<file path="src/ulaPkg.sv">
package ulaPkg;

   ////////////////////////////////////////
   // shared vector types
   ////////////////////////////////////////

   // raster count, wide enough for 448 and 312
   typedef logic [8:0]  rasterT;
   // cpu data byte or vram byte
   typedef logic [7:0]  byteT;
   // 16K video ram address
   typedef logic [13:0] vaddrT;
   // one colour channel, or the 3-bit border value
   typedef logic [2:0]  colT;
   // bright bit on top of g, r, b
   typedef logic [3:0]  igrbT;

   ////////////////////////////////////////
   // raster geometry
   ////////////////////////////////////////

   // pixel clocks per line and lines per frame
   localparam rasterT lineLen    = 9'd448;
   localparam rasterT frameLines = 9'd312;

   // paper area, counted from hc 0 and vc 0
   localparam rasterT paperW = 9'd256;
   localparam rasterT paperH = 9'd192;

   // sync windows, both ends inclusive
   localparam rasterT hsyncBeg = 9'd344;
   localparam rasterT hsyncEnd = 9'd375;
   localparam rasterT vsyncBeg = 9'd248;
   localparam rasterT vsyncEnd = 9'd251;

   // frame interrupt width, starts at hc 0 of the first vsync line
   localparam rasterT intLen = 9'd64;

   // screen column x shows on rgb while hcnt is x + pixelLag
   localparam rasterT pixelLag = 9'd13;

   ////////////////////////////////////////
   // port and colour constants
   ////////////////////////////////////////

   // value of an undriven data bus
   localparam byteT busIdle = 8'hFF;

   // channel levels of the igrb table
   localparam colT colNone = 3'd0;
   localparam colT colHalf = 3'd5;
   localparam colT colFull = 3'd7;

   // red border out of reset
   localparam colT borderReset = 3'd2;

endpackage
</file>
<file path="src/fetchControl.sv">
module fetchControl (
   input  logic           sysclk,
   input  logic           rst_n,
   input  logic           pixelEn,
   input  ulaPkg::rasterT hcnt,
   input  ulaPkg::rasterT vcnt,
   output logic           bitmapLoad,
   output logic           attrLoad,
   output logic           serLoad,
   output logic           attrOutLoad,
   output logic           videoEn,
   output logic           fetching,
   output ulaPkg::vaddrT  vramAddr
);

   logic       paperArea;
   logic       bitmapSlot;
   logic       attrSlot;
   // character column being fetched
   logic [4:0] column;

   ////////////////////////////////////////
   // area decode
   ////////////////////////////////////////

   // fetch window, hc 0 to 255 on lines 0 to 191
   assign paperArea = (hcnt < ulaPkg::paperW) && (vcnt < ulaPkg::paperH);

   // display window runs 8 clocks behind the fetch window
   assign videoEn = (hcnt >= 9'd8) && (hcnt < ulaPkg::paperW + 9'd8) &&
                    (vcnt < ulaPkg::paperH);

   ////////////////////////////////////////
   // fetch slots
   ////////////////////////////////////////

   // second half of each 16-clock group fetches two columns
   // slots 8 9 12 13 bitmap, 10 11 14 15 attribute
   assign bitmapSlot = paperArea && hcnt[3] && !hcnt[1];
   assign attrSlot   = paperArea && hcnt[3] && hcnt[1];

   // data is valid on the odd count of each address pair
   assign bitmapLoad = bitmapSlot && hcnt[0];
   assign attrLoad   = attrSlot && hcnt[0];
   assign fetching   = bitmapSlot || attrSlot;

   // once per character cell
   assign attrOutLoad = (hcnt[2:0] == 3'd4);
   assign serLoad     = attrOutLoad && videoEn;

   // column register, loaded at hc low bits 3
   // ready for the bitmap slot that follows
   always_ff @(posedge sysclk) begin
      if (!rst_n)
         column <= '0;
      else if (pixelEn && (hcnt[2:0] == 3'd3))
         column <= hcnt[7:3];
   end

   ////////////////////////////////////////
   // vram address
   ////////////////////////////////////////

   always_comb begin
      vramAddr = '0;
      if (bitmapSlot) begin
         // 48K interleave: third, pixel row, char row, column
         vramAddr = {1'b0, vcnt[7:6], vcnt[2:0], vcnt[5:3], column};
      end else if (attrSlot) begin
         // attribute map at 6144, 32 bytes per char row
         vramAddr = {4'b0110, vcnt[7:3], column};
      end
   end

endmodule

</file>
<file path="src/pixelPath.sv">
module pixelPath (
   input  logic          sysclk,
   input  logic          rst_n,
   input  logic          pixelEn,
   input  logic          bitmapLoad,
   input  logic          attrLoad,
   input  logic          serLoad,
   input  logic          attrOutLoad,
   input  logic          videoEn,
   input  ulaPkg::byteT  vramData,
   input  ulaPkg::colT   border,
   output ulaPkg::colT   r,
   output ulaPkg::colT   g,
   output ulaPkg::colT   b
);

   ulaPkg::byteT bitmapData;
   ulaPkg::byteT attrData;
   ulaPkg::byteT serializer;
   ulaPkg::byteT attrOut;
   ulaPkg::byteT attrNext;
   ulaPkg::igrbT pixColour;
   ulaPkg::colT  level;
   logic         serialBit;

   ////////////////////////////////////////
   // fetched byte latches
   ////////////////////////////////////////

   always_ff @(posedge sysclk) begin
      if (pixelEn && bitmapLoad)
         bitmapData <= vramData;
      if (pixelEn && attrLoad)
         attrData <= vramData;
   end

   ////////////////////////////////////////
   // serializer and attribute output
   ////////////////////////////////////////

   // border shows as paper colour with ink and bright clear
   assign attrNext = videoEn ? attrData : {2'b00, border, 3'b000};

   always_ff @(posedge sysclk) begin
      if (!rst_n) begin
         serializer <= '0;
         attrOut    <= '0;
      end else if (pixelEn) begin
         // msb first, zeros shift in behind the last pixel
         if (serLoad)
            serializer <= bitmapData;
         else
            serializer <= {serializer[6:0], 1'b0};
         if (attrOutLoad)
            attrOut <= attrNext;
      end
   end

   assign serialBit = serializer[7];

   ////////////////////////////////////////
   // colour table
   ////////////////////////////////////////

   // ink for a set bit, paper for a clear one
   // bit 7 is flash, not supported here
   assign pixColour = serialBit ? {attrOut[6], attrOut[2:0]} :
                                  {attrOut[6], attrOut[5:3]};

   // bright lifts every lit channel to full level
   assign level = pixColour[3] ? ulaPkg::colFull : ulaPkg::colHalf;

   // igrb order is g r b from bit 2 down
   // an unlit channel stays at colNone so black is black with bright set
   assign g = pixColour[2] ? level : ulaPkg::colNone;
   assign r = pixColour[1] ? level : ulaPkg::colNone;
   assign b = pixColour[0] ? level : ulaPkg::colNone;

endmodule

</file>
<file path="src/portIo.sv">
module portIo (
   input  logic         sysclk,
   input  logic         rst_n,
   input  logic [15:0]  a,
   input  logic         iorqN,
   input  logic         rdN,
   input  logic         wrN,
   input  ulaPkg::byteT din,
   input  logic         ear,
   input  logic [4:0]   kbd,
   input  logic         issue2,
   input  logic         fetching,
   input  ulaPkg::byteT vramData,
   output ulaPkg::colT  border,
   output logic         mic,
   output logic         spk,
   output ulaPkg::byteT dout
);

   logic portWrite;
   logic portRead;
   logic earBit;

   // ula answers every even port, only a0 is decoded
   assign portWrite = !iorqN && !wrN && !a[0];
   assign portRead  = !iorqN && !rdN;

   ////////////////////////////////////////
   // port FE write register
   ////////////////////////////////////////

   // level sensitive, repeats every clock the write is held
   always_ff @(posedge sysclk) begin
      if (!rst_n) begin
         border <= ulaPkg::borderReset;
         mic    <= 1'b0;
         spk    <= 1'b0;
      end else if (portWrite) begin
         border <= din[2:0];
         mic    <= din[3];
         spk    <= din[4];
      end
   end

   ////////////////////////////////////////
   // read multiplexer
   ////////////////////////////////////////

   // issue 2 boards also hear mic on the ear input
   assign earBit = issue2 ? (ear ^ (spk | mic)) : (ear ^ spk);

   always_comb begin
      dout = ulaPkg::busIdle;
      if (portRead) begin
         if (!a[0])
            dout = {1'b1, earBit, 1'b1, kbd};
         else if (fetching)
            // floating bus shows the byte the ula is fetching
            dout = vramData;
      end
   end

endmodule

</file>
<file path="src/rasterCounter.sv">
module rasterCounter (
   input  logic           sysclk,
   input  logic           rst_n,
   input  logic           pixelEn,
   output ulaPkg::rasterT hcnt,
   output ulaPkg::rasterT vcnt,
   output logic           hsync,
   output logic           vsync,
   output logic           intN
);

   // counts for the next pixel clock
   ulaPkg::rasterT hNext;
   ulaPkg::rasterT vNext;
   logic           lineEnd;

   // last pixel clock of the line
   assign lineEnd = (hcnt == ulaPkg::lineLen - 9'd1);

   always_comb begin
      hNext = hcnt + 9'd1;
      vNext = vcnt;
      if (lineEnd) begin
         hNext = '0;
         // vertical count steps only on the horizontal wrap
         if (vcnt == ulaPkg::frameLines - 9'd1)
            vNext = '0;
         else
            vNext = vcnt + 9'd1;
      end
   end

   // sync and interrupt decoded from the next counts
   // so the registered levels line up with hcnt and vcnt
   always_ff @(posedge sysclk) begin
      if (!rst_n) begin
         hcnt  <= '0;
         vcnt  <= '0;
         hsync <= 1'b0;
         vsync <= 1'b0;
         intN  <= 1'b1;
      end else if (pixelEn) begin
         hcnt  <= hNext;
         vcnt  <= vNext;
         hsync <= (hNext >= ulaPkg::hsyncBeg) && (hNext <= ulaPkg::hsyncEnd);
         vsync <= (vNext >= ulaPkg::vsyncBeg) && (vNext <= ulaPkg::vsyncEnd);
         // interrupt at the start of the first vsync line
         intN  <= !((vNext == ulaPkg::vsyncBeg) && (hNext < ulaPkg::intLen));
      end
   end

endmodule

</file>
<file path="src/ula48.sv">
module ula48 (
   input  logic           sysclk,
   input  logic           rst_n,
   input  logic           pixelEn,
   // cpu side
   input  logic [15:0]    a,
   input  logic           iorqN,
   input  logic           rdN,
   input  logic           wrN,
   input  ulaPkg::byteT   din,
   output ulaPkg::byteT   dout,
   // keyboard, tape and sound
   input  logic           ear,
   input  logic [4:0]     kbd,
   input  logic           issue2,
   output logic           mic,
   output logic           spk,
   // video ram
   output ulaPkg::vaddrT  vramAddr,
   input  ulaPkg::byteT   vramData,
   // video out
   output ulaPkg::colT    r,
   output ulaPkg::colT    g,
   output ulaPkg::colT    b,
   output ulaPkg::rasterT hcnt,
   output ulaPkg::rasterT vcnt,
   output logic           hsync,
   output logic           vsync,
   output logic           intN
);

   // control unit to datapath
   logic        bitmapLoad;
   logic        attrLoad;
   logic        serLoad;
   logic        attrOutLoad;
   logic        videoEn;
   // control unit to cpu interface
   logic        fetching;
   // cpu interface to datapath
   ulaPkg::colT border;

   ////////////////////////////////////////
   // timing
   ////////////////////////////////////////

   rasterCounter i_raster (
      .sysclk  (sysclk),
      .rst_n   (rst_n),
      .pixelEn (pixelEn),
      .hcnt    (hcnt),
      .vcnt    (vcnt),
      .hsync   (hsync),
      .vsync   (vsync),
      .intN    (intN)
   );

   ////////////////////////////////////////
   // control unit
   ////////////////////////////////////////

   fetchControl i_fetch (
      .sysclk      (sysclk),
      .rst_n       (rst_n),
      .pixelEn     (pixelEn),
      .hcnt        (hcnt),
      .vcnt        (vcnt),
      .bitmapLoad  (bitmapLoad),
      .attrLoad    (attrLoad),
      .serLoad     (serLoad),
      .attrOutLoad (attrOutLoad),
      .videoEn     (videoEn),
      .fetching    (fetching),
      .vramAddr    (vramAddr)
   );

   ////////////////////////////////////////
   // datapath
   ////////////////////////////////////////

   pixelPath i_pixel (
      .sysclk      (sysclk),
      .rst_n       (rst_n),
      .pixelEn     (pixelEn),
      .bitmapLoad  (bitmapLoad),
      .attrLoad    (attrLoad),
      .serLoad     (serLoad),
      .attrOutLoad (attrOutLoad),
      .videoEn     (videoEn),
      .vramData    (vramData),
      .border      (border),
      .r           (r),
      .g           (g),
      .b           (b)
   );

   ////////////////////////////////////////
   // cpu interface
   ////////////////////////////////////////

   portIo i_port (
      .sysclk   (sysclk),
      .rst_n    (rst_n),
      .a        (a),
      .iorqN    (iorqN),
      .rdN      (rdN),
      .wrN      (wrN),
      .din      (din),
      .ear      (ear),
      .kbd      (kbd),
      .issue2   (issue2),
      .fetching (fetching),
      .vramData (vramData),
      .border   (border),
      .mic      (mic),
      .spk      (spk),
      .dout     (dout)
   );

endmodule

</file>
<file path="config.mk">
export PLATFORM = sky130hd
export DESIGN_NAME = ula48
export DESIGN_NICKNAME = d
export VERILOG_FILES = /design/src/ulaPkg.sv /design/src/fetchControl.sv /design/src/pixelPath.sv /design/src/portIo.sv /design/src/rasterCounter.sv /design/src/ula48.sv
export SDC_FILE = /design/constraint.sdc
export NUM_CORES = 1
export LEC_CHECK = 0
export ABC_AREA = 1
export BUFFER_PORTS_ARGS = -buffer_cell sky130_fd_sc_hd__buf_2
export CAP_MARGIN = 5
export CORE_MARGIN = 4
export CORE_UTILIZATION = 48
export CTS_BUF_LIST = sky130_fd_sc_hd__clkbuf_4
export DETAILED_ROUTE_END_ITERATION = 8
export PLACE_DENSITY_LB_ADDON = 0.25
export SLEW_MARGIN = 20
export SYNTH_ARGS = -nofsm -noshare
export SYNTH_HDL_FRONTEND = slang
export SYNTH_SLANG_ARGS = --single-unit
</file>
<file path="constraint.sdc">
create_clock -name sysclk -period 1.5 [get_ports sysclk]
set_input_delay 0.15 -clock sysclk [delete_from_list [all_inputs] [get_ports sysclk]]
set_output_delay 0.15 -clock sysclk [all_outputs]
set_load 0.005 [all_outputs]
</file>
==> impl_results.html, run 1 <==
<table>
<tr><th>Metric</th><th>Value</th></tr>
<tr><th colspan="2">STA</th></tr>
<tr><td>Endpoints failing setup</td><td>61</td></tr>
<tr><td>Highest attainable clock frequency</td><td>514 MHz</td></tr>
<tr><td>Final period util</td><td>130%</td></tr>
<tr><td>Maximum clock skew at final layout</td><td>0.0208 ns</td></tr>
<tr><td>Final worst setup slack</td><td>-0.445 ns</td></tr>
<tr><td>Number of pins with negative max-slew slack in the final report</td><td>0</td></tr>
<tr><td>Final number of hold-violating endpoints</td><td>0</td></tr>
<tr><td>Fin Setup TNS</td><td>-14.50 ns</td></tr>
<tr><td>Minimum clock period</td><td>1.94 ns</td></tr>
<tr><td>Unrepaired setup endpoints after global routing</td><td>yes</td></tr>
<tr><th colspan="2">Synth</th></tr>
<tr><td>Compound-cell area share of the yosys netlist</td><td>14.5%</td></tr>
<tr><td>Synth warn</td><td>0</td></tr>
<tr><td>Number of standard cells after synthesis</td><td>458</td></tr>
<tr><td>Cell variety after synth</td><td>38</td></tr>
<tr><td>Synth Area in Adders</td><td>1.89%</td></tr>
<tr><td>Portion of the post-synthesis area used by sequential elements</td><td>41.5%</td></tr>
<tr><td>Multiplexer share of the synthesized area</td><td>0%</td></tr>
<tr><td>Synthesized-area fraction occupied by xor and xnor cells</td><td>1.06%</td></tr>
<tr><td>Mapped Avg Cell Area</td><td>7.21 sq um</td></tr>
<tr><td>Simple-gate portion of the synthesized area</td><td>29.3%</td></tr>
<tr><td>Number of register bits inferred by synthesis</td><td>61</td></tr>
<tr><td>Combinational family with the most area after synthesis</td><td>simple AND/OR/NAND/NOR gates</td></tr>
<tr><td>Netlist Area Pre-Place</td><td>3300 sq um</td></tr>
<tr><td>Nets in the synthesized netlist</td><td>508</td></tr>
<tr><th colspan="2">Status</th></tr>
<tr><td>Outcome</td><td>finished with violations</td></tr>
<tr><td>Violated checks</td><td>negative setup slack</td></tr>
<tr><th colspan="2">GRT</th></tr>
<tr><td>Final global-route overflow total</td><td>0</td></tr>
<tr><td>First-pass GRT wire length</td><td>16.6 mm</td></tr>
<tr><td>Vias in the first global route</td><td>3540</td></tr>
<tr><td>Maximum number of pins on one net before global-route repair</td><td>27</td></tr>
<tr><td>Tot GR Track Use</td><td>24.8%</td></tr>
<tr><td>Initial antenna violation count</td><td>0</td></tr>
<tr><th colspan="2">Route</th></tr>
<tr><td>Number of DRC markers in iteration 0</td><td>184</td></tr>
<tr><td>Top layer in use</td><td>met4</td></tr>
<tr><td>DR vias</td><td>3830</td></tr>
<tr><td>Met3 wire length</td><td>778 um</td></tr>
<tr><td>Remaining antenna violation count after routing</td><td>0</td></tr>
<tr><td>Post-DR wirelength/cell</td><td>16.0 um</td></tr>
<tr><td>Wl on met1</td><td>4.44 mm</td></tr>
<tr><td>Detailed-route vias per instance</td><td>5.48</td></tr>
<tr><td>DR DRC count</td><td>0</td></tr>
<tr><td>Final wirelength</td><td>11.2 mm</td></tr>
<tr><td>Met2 routed WL</td><td>5.62 mm</td></tr>
<tr><td>DR pass1 iterations</td><td>6</td></tr>
<tr><th colspan="2">Place</th></tr>
<tr><td>Total of buffers placed on input and output ports</td><td>79</td></tr>
<tr><td>Final HPWL DP</td><td>6.94 mm</td></tr>
<tr><td>RD Place Congestion</td><td>0.898</td></tr>
<tr><td>Cell Area, Placed</td><td>4180 sq um</td></tr>
<tr><th colspan="2">Floorplan</th></tr>
<tr><td>Core ar.</td><td>6530 sq um</td></tr>
<tr><td>Chip Width</td><td>91.0 um</td></tr>
<tr><td>Initial core utilization</td><td>50.6%</td></tr>
<tr><td>Io pins</td><td>99</td></tr>
<tr><td>Row count</td><td>29</td></tr>
<tr><td>Area of the die</td><td>8270 sq um</td></tr>
<tr><td>Die height</td><td>91.0 um</td></tr>
<tr><th colspan="2">Power</th></tr>
<tr><td>Power Dens Cells</td><td>754 nW/um^2</td></tr>
<tr><td>Max rail drop VDD</td><td>0.000536 V</td></tr>
<tr><td>Static power due to leakage</td><td>2.27 nW</td></tr>
<tr><th colspan="2">Worst hold path</th></tr>
<tr><td>Min-Delay Path Class</td><td>in2reg</td></tr>
<tr><th colspan="2">CTS</th></tr>
<tr><td>Max Buffers Root-to-Sink</td><td>2</td></tr>
<tr><td>TritonCTS buffer count</td><td>9</td></tr>
<tr><td>CTS tree</td><td>done</td></tr>
<tr><td>Clock network latency to the later pin of the worst-skew pair</td><td>0.42 ns</td></tr>
<tr><td># H-tree levels</td><td>3</td></tr>
<tr><td>Root buf cell</td><td>clkbuf_4</td></tr>
<tr><td>TritonCTS sink count</td><td>61</td></tr>
<tr><td>Clock-pin slew reported for the worst setup and hold paths after clock tree synthesis</td><td>0.12 ns</td></tr>
<tr><th colspan="2">Worst setup path</th></tr>
<tr><td>Critical path peak fanout</td><td>5</td></tr>
<tr><td>WS Path Type</td><td>reg2out</td></tr>
<tr><td>Required time reported for the critical path endpoint</td><td>1.35 ns</td></tr>
<tr><td>Data arrival at the endpoint of the critical path</td><td>1.79 ns</td></tr>
<tr><td>Worst Setup Start Kind</td><td>flop</td></tr>
<tr><td>CP Capture Type</td><td>output port</td></tr>
<tr><th colspan="2">Final layout</th></tr>
<tr><td>Fraction of layout instances using a drive strength above 1</td><td>45.7%</td></tr>
<tr><td>Antenna fix cells</td><td>0</td></tr>
<tr><td>Net count of the finished layout</td><td>667</td></tr>
<tr><td>Fin area</td><td>4990 sq um</td></tr>
<tr><td>Area Growth Syn to Fin</td><td>50.9%</td></tr>
<tr><th colspan="2">Job</th></tr>
<tr><td>Number of maximum-capacitance constraint violations</td><td>0</td></tr>
</table>
cell families (layout without fill, tap and decap cells):
logic type,Yosys count,in the layout
adder cells (fa/ha/maj),5,5
other,1,1
buffers and inverters,89,252
AO/OA/AOI/OAI,85,85
flip-flops,61,61
AND/OR/NAND/NOR,213,214
XOR/XNOR,4,4
metal layers:
metal | global-route usage, % | vias up
li1 | - | 1798
met1 | 29.7 | 1798
met2 | 44.0 | 188
met3 | 5.54 | 46
met4 | 8.04 | 0
met5 | 0 | -
power by group:
| part | switching (mW) | total (mW) | internal [mW] |
|---|---|---|---|
| Sequential | 0.0459 | 1.78 | 1.74 |
| Clock | 0.639 | 1.17 | 0.535 |
| Combinational | 0.445 | 0.803 | 0.357 |
| Total | 1.13 | 3.76 | 2.63 |
metrics by stage:
stage	util (%)	power, mW	cells	hold WS, ns	setup WS (ns)
after floorplan	-	2.13	458	0.249	-0.0256
after global placement	63.9	2.40	651	0.344	-0.131
after detailed placement	63.9	2.41	651	0.353	-0.233
after CTS	70.8	3.61	687	0.113	-0.392
after global routing	76.3	3.92	699	0.156	-0.479
final	76.3	3.76	699	0.107	-0.445
critical path, stage by stage (launching register included):
cell	delay, ns
dfxtp_2	0.34
nand2_2	0.09
nand2_2	0.10
nor3_4	0.14
buf_6	0.17
nand2_4	0.09
o32ai_2	0.23
inv_1	0.07
buf_2	0.13
final timing paths:
check,endpoint,from,slack [ns],depth (start not counted)
setup / recovery,dout[4],i_raster.vcnt[7]$_SDFFE_PN0P_,-0.44,8
hold / removal,i_port.border[1]$_SDFFE_PN1P_,wrN,0.11,5
setup reg to reg,i_pixel.serializer[7]$_SDFFE_PN0P_,i_raster.hcnt[3]$_SDFFE_PN0P_,-0.36,10
hold reg to reg,i_fetch.column[3]$_SDFFE_PN0P_,i_fetch.column[3]$_SDFFE_PN0P_,0.46,2
what timing repair did:
action / 4_1_cts / 5_1_grt
cloned: 1 / 0
setup buffers: 6 / 12
endpoints found under the setup margin: 62 / 66
endpoints found under the hold margin: 20 / 0
hold buffers: 13 / 0
gates resized for setup: 39 / 71
pin swaps: 10 / 40
state kept, by name, summed over array words and instances (netlist names):
signal              count
i_fetch.column          5
i_raster.vsync          1
i_raster.hsync          1
i_pixel.bitmapData      8
i_port.mic              1
i_pixel.attrData        7
i_port.border           3
i_raster.intN           1
i_raster.vcnt           9
i_port.spk              1
i_raster.hcnt           9
i_pixel.serializer      8
i_pixel.attrOut         7
Yosys cell counts:
library cell | number | share of area, %
o21ai_0 | 26 | 3.9
xnor2_1 | 1 | 0.27
dfxtp_1 | 46 | 28
nand3b_1 | 2 | 0.45
nand3_1 | 25 | 3.8
conb_1 | 1 | 0.11
o32ai_1 | 6 | 1.6
buf_6 | 3 | 1.0
a21oi_2 | 1 | 0.27
o21bai_1 | 1 | 0.23
nor2_4 | 6 | 2.0
buf_4 | 5 | 1.1
a21oi_1 | 39 | 5.9
inv_1 | 63 | 7.2
edfxtp_1 | 15 | 14
nand2_1 | 115 | 13
nand3_4 | 1 | 0.53
clkbuf_1 | 10 | 1.1
or2_2 | 1 | 0.19
o22ai_1 | 2 | 0.38
nand2_2 | 4 | 0.76
nor3_1 | 3 | 0.45
nor3_2 | 1 | 0.30
nor2_2 | 2 | 0.38
clkbuf_2 | 1 | 0.15
nor2_1 | 42 | 4.8
nand3_2 | 3 | 0.91
a211oi_1 | 1 | 0.23
o21a_1 | 1 | 0.23
a31oi_1 | 3 | 0.57
xor2_1 | 3 | 0.80
nand4_1 | 7 | 1.3
nand2_4 | 1 | 0.34
inv_2 | 2 | 0.23
o21ai_2 | 1 | 0.27
o211ai_1 | 4 | 0.91
buf_2 | 5 | 0.76
ha_1 | 5 | 1.9
cell type report:
| class | instances | area (sq um) |
|---|---|---|
| Sequential cell | 61 | 1390 |
| Tap cell | 77 | 96.3 |
| Clock buffer | 11 | 82.6 |
| Clock inverter | 5 | 51.3 |
| Fill cell | 456 | 1550 |
| Multi-Input combinational cell | 309 | 1930 |
| Timing Repair Buffer | 171 | 1180 |
| Inverter | 65 | 249 |
cell usage in the layout, fill, tap and decap left out, types with 2 or more instances in the layout:
cell type,instances
dfxtp_1,37
clkbuf_4,11
a31oi_1,3
buf_4,66
nor2_2,9
nand3_4,2
a21oi_2,11
nor3_1,2
edfxtp_1,15
a21oi_1,29
nor2_1,29
buf_6,11
nand2_4,7
o21ai_2,2
inv_4,2
dfxtp_2,5
ha_1,2
nor2_4,13
inv_2,7
nand2_2,22
nand3b_1,2
dlygate4sd3_1,13
buf_12,2
o32ai_2,5
o21ai_1,2
nand2_1,90
dfxtp_4,4
o21ai_0,23
clkinv_2,2
o211ai_1,4
nand3_1,17
nand3_2,10
ha_2,2
xor2_2,2
buf_2,79
inv_1,56
nand4_1,7
Power figures use the tool's default switching activity.
==> run 2: changes to the inputs <==
--- a/config.mk
+++ b/config.mk
@@ -8,6 +8,7 @@
 export ABC_AREA = 1
 export BUFFER_PORTS_ARGS = -buffer_cell sky130_fd_sc_hd__buf_2
 export CAP_MARGIN = 5
+export CORE_ASPECT_RATIO = 1.75
 export CORE_MARGIN = 4
 export CORE_UTILIZATION = 48
 export CTS_BUF_LIST = sky130_fd_sc_hd__clkbuf_4
==> impl_results.html, run 2 (synthesized netlist as in run 1, its figures left out) <==
<table>
<tr><th>Metric</th><th>Value</th></tr>
<tr><th colspan="2">Route</th></tr>
<tr><td>Post-DR wirelength/cell</td><td>15.7 um</td></tr>
<tr><td>Number of DRC markers in iteration 0</td><td>170</td></tr>
<tr><td>Final wirelength</td><td>11.0 mm</td></tr>
<tr><td>DR vias</td><td>3731</td></tr>
<tr><td>Detailed-route vias per instance</td><td>5.29</td></tr>
<tr><td>DR pass1 iterations</td><td>5</td></tr>
<tr><td>Remaining antenna violation count after routing</td><td>0</td></tr>
<tr><td>DR DRC count</td><td>0</td></tr>
<tr><th colspan="2">CTS</th></tr>
<tr><td>TritonCTS buffer count</td><td>9</td></tr>
<tr><td>Clock network latency to the later pin of the worst-skew pair</td><td>0.42 ns</td></tr>
<tr><td>TritonCTS sink count</td><td>61</td></tr>
<tr><td>Max Buffers Root-to-Sink</td><td>2</td></tr>
<tr><td>Clock-pin slew reported for the worst setup and hold paths after clock tree synthesis</td><td>0.11 ns</td></tr>
<tr><td>CTS tree</td><td>done</td></tr>
<tr><td># H-tree levels</td><td>3</td></tr>
<tr><td>Root buf cell</td><td>clkbuf_4</td></tr>
<tr><th colspan="2">Worst setup path</th></tr>
<tr><td>CP Capture Type</td><td>output port</td></tr>
<tr><td>Worst reg2reg endpoint</td><td>i_raster.intN$_SDFFE_PN1P_</td></tr>
<tr><td>R2R Setup Slk</td><td>-0.18 ns</td></tr>
<tr><td>Cell type group with the largest total delay on the critical path</td><td>buffers and inverters</td></tr>
<tr><td>Worst Setup Start Kind</td><td>flop</td></tr>
<tr><td>Data arrival at the endpoint of the critical path</td><td>1.72 ns</td></tr>
<tr><td>CP max-delay cell</td><td>dfxtp_4</td></tr>
<tr><td>Number of buffers and inverters on the critical path</td><td>4</td></tr>
<tr><td>Worst path max stage delay</td><td>0.38 ns</td></tr>
<tr><td>Critical path, cell by cell</td><td>inv_1 &gt; nor3_4 &gt; buf_6 &gt; nand2_8 &gt; o32ai_2 &gt; inv_1 &gt; buf_2</td></tr>
<tr><td>Required time reported for the critical path endpoint</td><td>1.35 ns</td></tr>
<tr><td>FF-to-FF Start</td><td>i_raster.hcnt[8]$_SDFFE_PN0P_</td></tr>
<tr><td>Critical path peak fanout</td><td>5</td></tr>
<tr><td>WS Path Type</td><td>reg2out</td></tr>
<tr><td>Cell repeated most along the worst path</td><td>inv_1</td></tr>
<tr><td>Number of cell instances on the worst register-to-register path</td><td>13</td></tr>
<tr><th colspan="2">Worst hold path</th></tr>
<tr><td>Endpoint of the worst hold path</td><td>i_raster.hcnt[6]$_SDFFE_PN0P_</td></tr>
<tr><td>Instance count along the most critical hold path</td><td>4</td></tr>
<tr><td>Min-Delay Path Class</td><td>in2reg</td></tr>
<tr><td>Startpoint of the lowest-slack hold path</td><td>pixelEn</td></tr>
<tr><th colspan="2">GRT</th></tr>
<tr><td>First-pass GRT wire length</td><td>17.1 mm</td></tr>
<tr><td>Vias in the first global route</td><td>3818</td></tr>
<tr><td>Initial antenna violation count</td><td>0</td></tr>
<tr><td>Maximum number of pins on one net before global-route repair</td><td>27</td></tr>
<tr><td>Tot GR Track Use</td><td>26.1%</td></tr>
<tr><td>Final global-route overflow total</td><td>0</td></tr>
<tr><th colspan="2">Status</th></tr>
<tr><td>Violated checks</td><td>negative setup slack</td></tr>
<tr><td>Outcome</td><td>finished with violations</td></tr>
<tr><th colspan="2">Place</th></tr>
<tr><td>Pre-CTS setup slack</td><td>-0.178 ns</td></tr>
<tr><td>Placed cell count</td><td>656</td></tr>
<tr><td>Total of buffers placed on input and output ports</td><td>79</td></tr>
<tr><td>Final HPWL DP</td><td>7.11 mm</td></tr>
<tr><td>RD Place Congestion</td><td>0.910</td></tr>
<tr><th colspan="2">STA</th></tr>
<tr><td>Final worst setup slack</td><td>-0.373 ns</td></tr>
<tr><td>Highest attainable clock frequency</td><td>534 MHz</td></tr>
<tr><td>Number of pins with negative max-slew slack in the final report</td><td>0</td></tr>
<tr><td>Minimum clock period</td><td>1.87 ns</td></tr>
<tr><td>Endpoints failing setup</td><td>54</td></tr>
<tr><td>Unrepaired setup endpoints after global routing</td><td>yes</td></tr>
<tr><td>Final period util</td><td>125%</td></tr>
<tr><td>Maximum clock skew at final layout</td><td>0.0172 ns</td></tr>
<tr><td>Final number of hold-violating endpoints</td><td>0</td></tr>
<tr><th colspan="2">Job</th></tr>
<tr><td>Number of maximum-capacitance constraint violations</td><td>0</td></tr>
<tr><th colspan="2">Final layout</th></tr>
<tr><td>Fraction of layout instances using a drive strength above 1</td><td>46.9%</td></tr>
<tr><td>Commonest cells after routing, fill and taps aside</td><td>nand2_1, buf_2, inv_1, buf_4, dfxtp_1</td></tr>
<tr><td>Final Instance Count excl. Fillers</td><td>705</td></tr>
<tr><td>Fill cell count</td><td>453</td></tr>
<tr><td>Net count of the finished layout</td><td>668</td></tr>
<tr><td>Regs by FF count</td><td>i_raster.hcnt x9, i_raster.vcnt x9</td></tr>
<tr><td>Antenna fix cells</td><td>0</td></tr>
<tr><td>Commonest non-fill, non-tap cell in the layout</td><td>nand2_1</td></tr>
<tr><td>Area Growth Syn to Fin</td><td>56.2%</td></tr>
<tr><th colspan="2">Floorplan</th></tr>
<tr><td>Die height</td><td>118 um</td></tr>
<tr><td>Chip Width</td><td>70.7 um</td></tr>
<tr><td>Initial core utilization</td><td>49.8%</td></tr>
<tr><td>Core ar.</td><td>6640 sq um</td></tr>
<tr><td>Area of the die</td><td>8330 sq um</td></tr>
<tr><td>Io pins</td><td>99</td></tr>
<tr><td>Row count</td><td>39</td></tr>
<tr><th colspan="2">Power</th></tr>
<tr><td>Power Dens Cells</td><td>763 nW/um^2</td></tr>
<tr><td>Static power due to leakage</td><td>2.31 nW</td></tr>
<tr><td>Max rail drop VDD</td><td>0.000680 V</td></tr>
</table>
==> run 2: changes by cell type in the layout (fill, tap and decap cells not counted), moves of 3 or more <==
cell | previous run | this run
buf_6 | 11 | 21
buf_4 | 66 | 58
nand3_4 | 2 | 7
nand3_2 | 10 | 6
nand2_1 | 90 | 87
nand2_4 | 7 | 10
nor2_1 | 29 | 26
==> run 2: layout make-up <==
class	count	area [sq um]	share of cell area (%)
clock buffers	11	82.6	1.60
repair buffers	173	1240	24.1
inverters	65	246	4.78
multi-input cells	308	2020	39.1
clock inverters	5	75.1	1.45
flip-flops and latches	61	1390	27.0
well taps	82	103	1.99
==> run 2: worst reg2reg max path: stages (launching register included) <==
cell     delay [ns]
dfxtp_4        0.36
buf_4          0.14
nand3_4        0.10
inv_2          0.05
nand2_4        0.12
buf_6          0.15
buf_6          0.11
nand2_4        0.04
nand2_2        0.09
nand4_1        0.11
nor2_1         0.11
nand3_1        0.07
nand2_1        0.06
nand2_1        0.05
==> run 2: how the worst max path moves through the flow <==
stage,start,to,slack [ns],cells past startpoint
final,i_raster.hcnt[3]$_SDFFE_PN0P_,dout[1],-0.37,7
after CTS,i_raster.hcnt[8]$_SDFFE_PN0P_,dout[1],-0.36,7
after detailed placement,i_raster.hcnt[0]$_SDFFE_PN0P_,i_raster.intN$_SDFFE_PN1P_,-0.18,12
after global placement,i_raster.hcnt[0]$_SDFFE_PN0P_,i_raster.intN$_SDFFE_PN1P_,-0.15,12
after global routing,i_raster.hcnt[8]$_SDFFE_PN0P_,dout[0],-0.45,7
after floorplan,i_raster.hcnt[0]$_SDFFE_PN0P_,i_raster.intN$_SDFFE_PN1P_,-0.03,13
==> run 2: repair_timing <==
action | CTS | global route
hold endpoints to repair | 20 | 0
hold buffers | 13 | 0
gates resized for setup | 98 | 49
setup endpoints to repair | 60 | 61
pin swaps | 29 | 35
cloned | 1 | 0
buffers inserted | 18 | 3
==> run 2: where the power goes <==
part           leakage, nW  internal [mW]  switching, mW
Combinational         1.71          0.367          0.446
Clock               0.0822          0.703          0.639
Sequential           0.515           1.74         0.0465
==> run 2: per-stage QoR <==
stage	setup TNS (ns)	hold slack (ns)	util [%]	power [mW]	cell area, sq um
detailed placement	-3.09	0.346	62.8	2.42	4170
finish	-10.56	0.142	77.8	3.94	5160
CTS	-10.02	0.105	74.7	3.87	4960
global route	-14.74	0.158	77.8	4.07	5160
global placement	-1.71	0.345	62.8	2.40	4170
floorplan	-0.0256	0.249	-	2.13	3350
==> run 2: layer usage <==
layer  track usage [%]  share of wire (%)  vias to the layer above
met2              48.5                 56                      161
met4              18.6                5.0                        0
met5                 0                  0                        -
met1              23.8                 32                     1730
met3              5.73                6.2                       43
li1                  -                  -                     1797
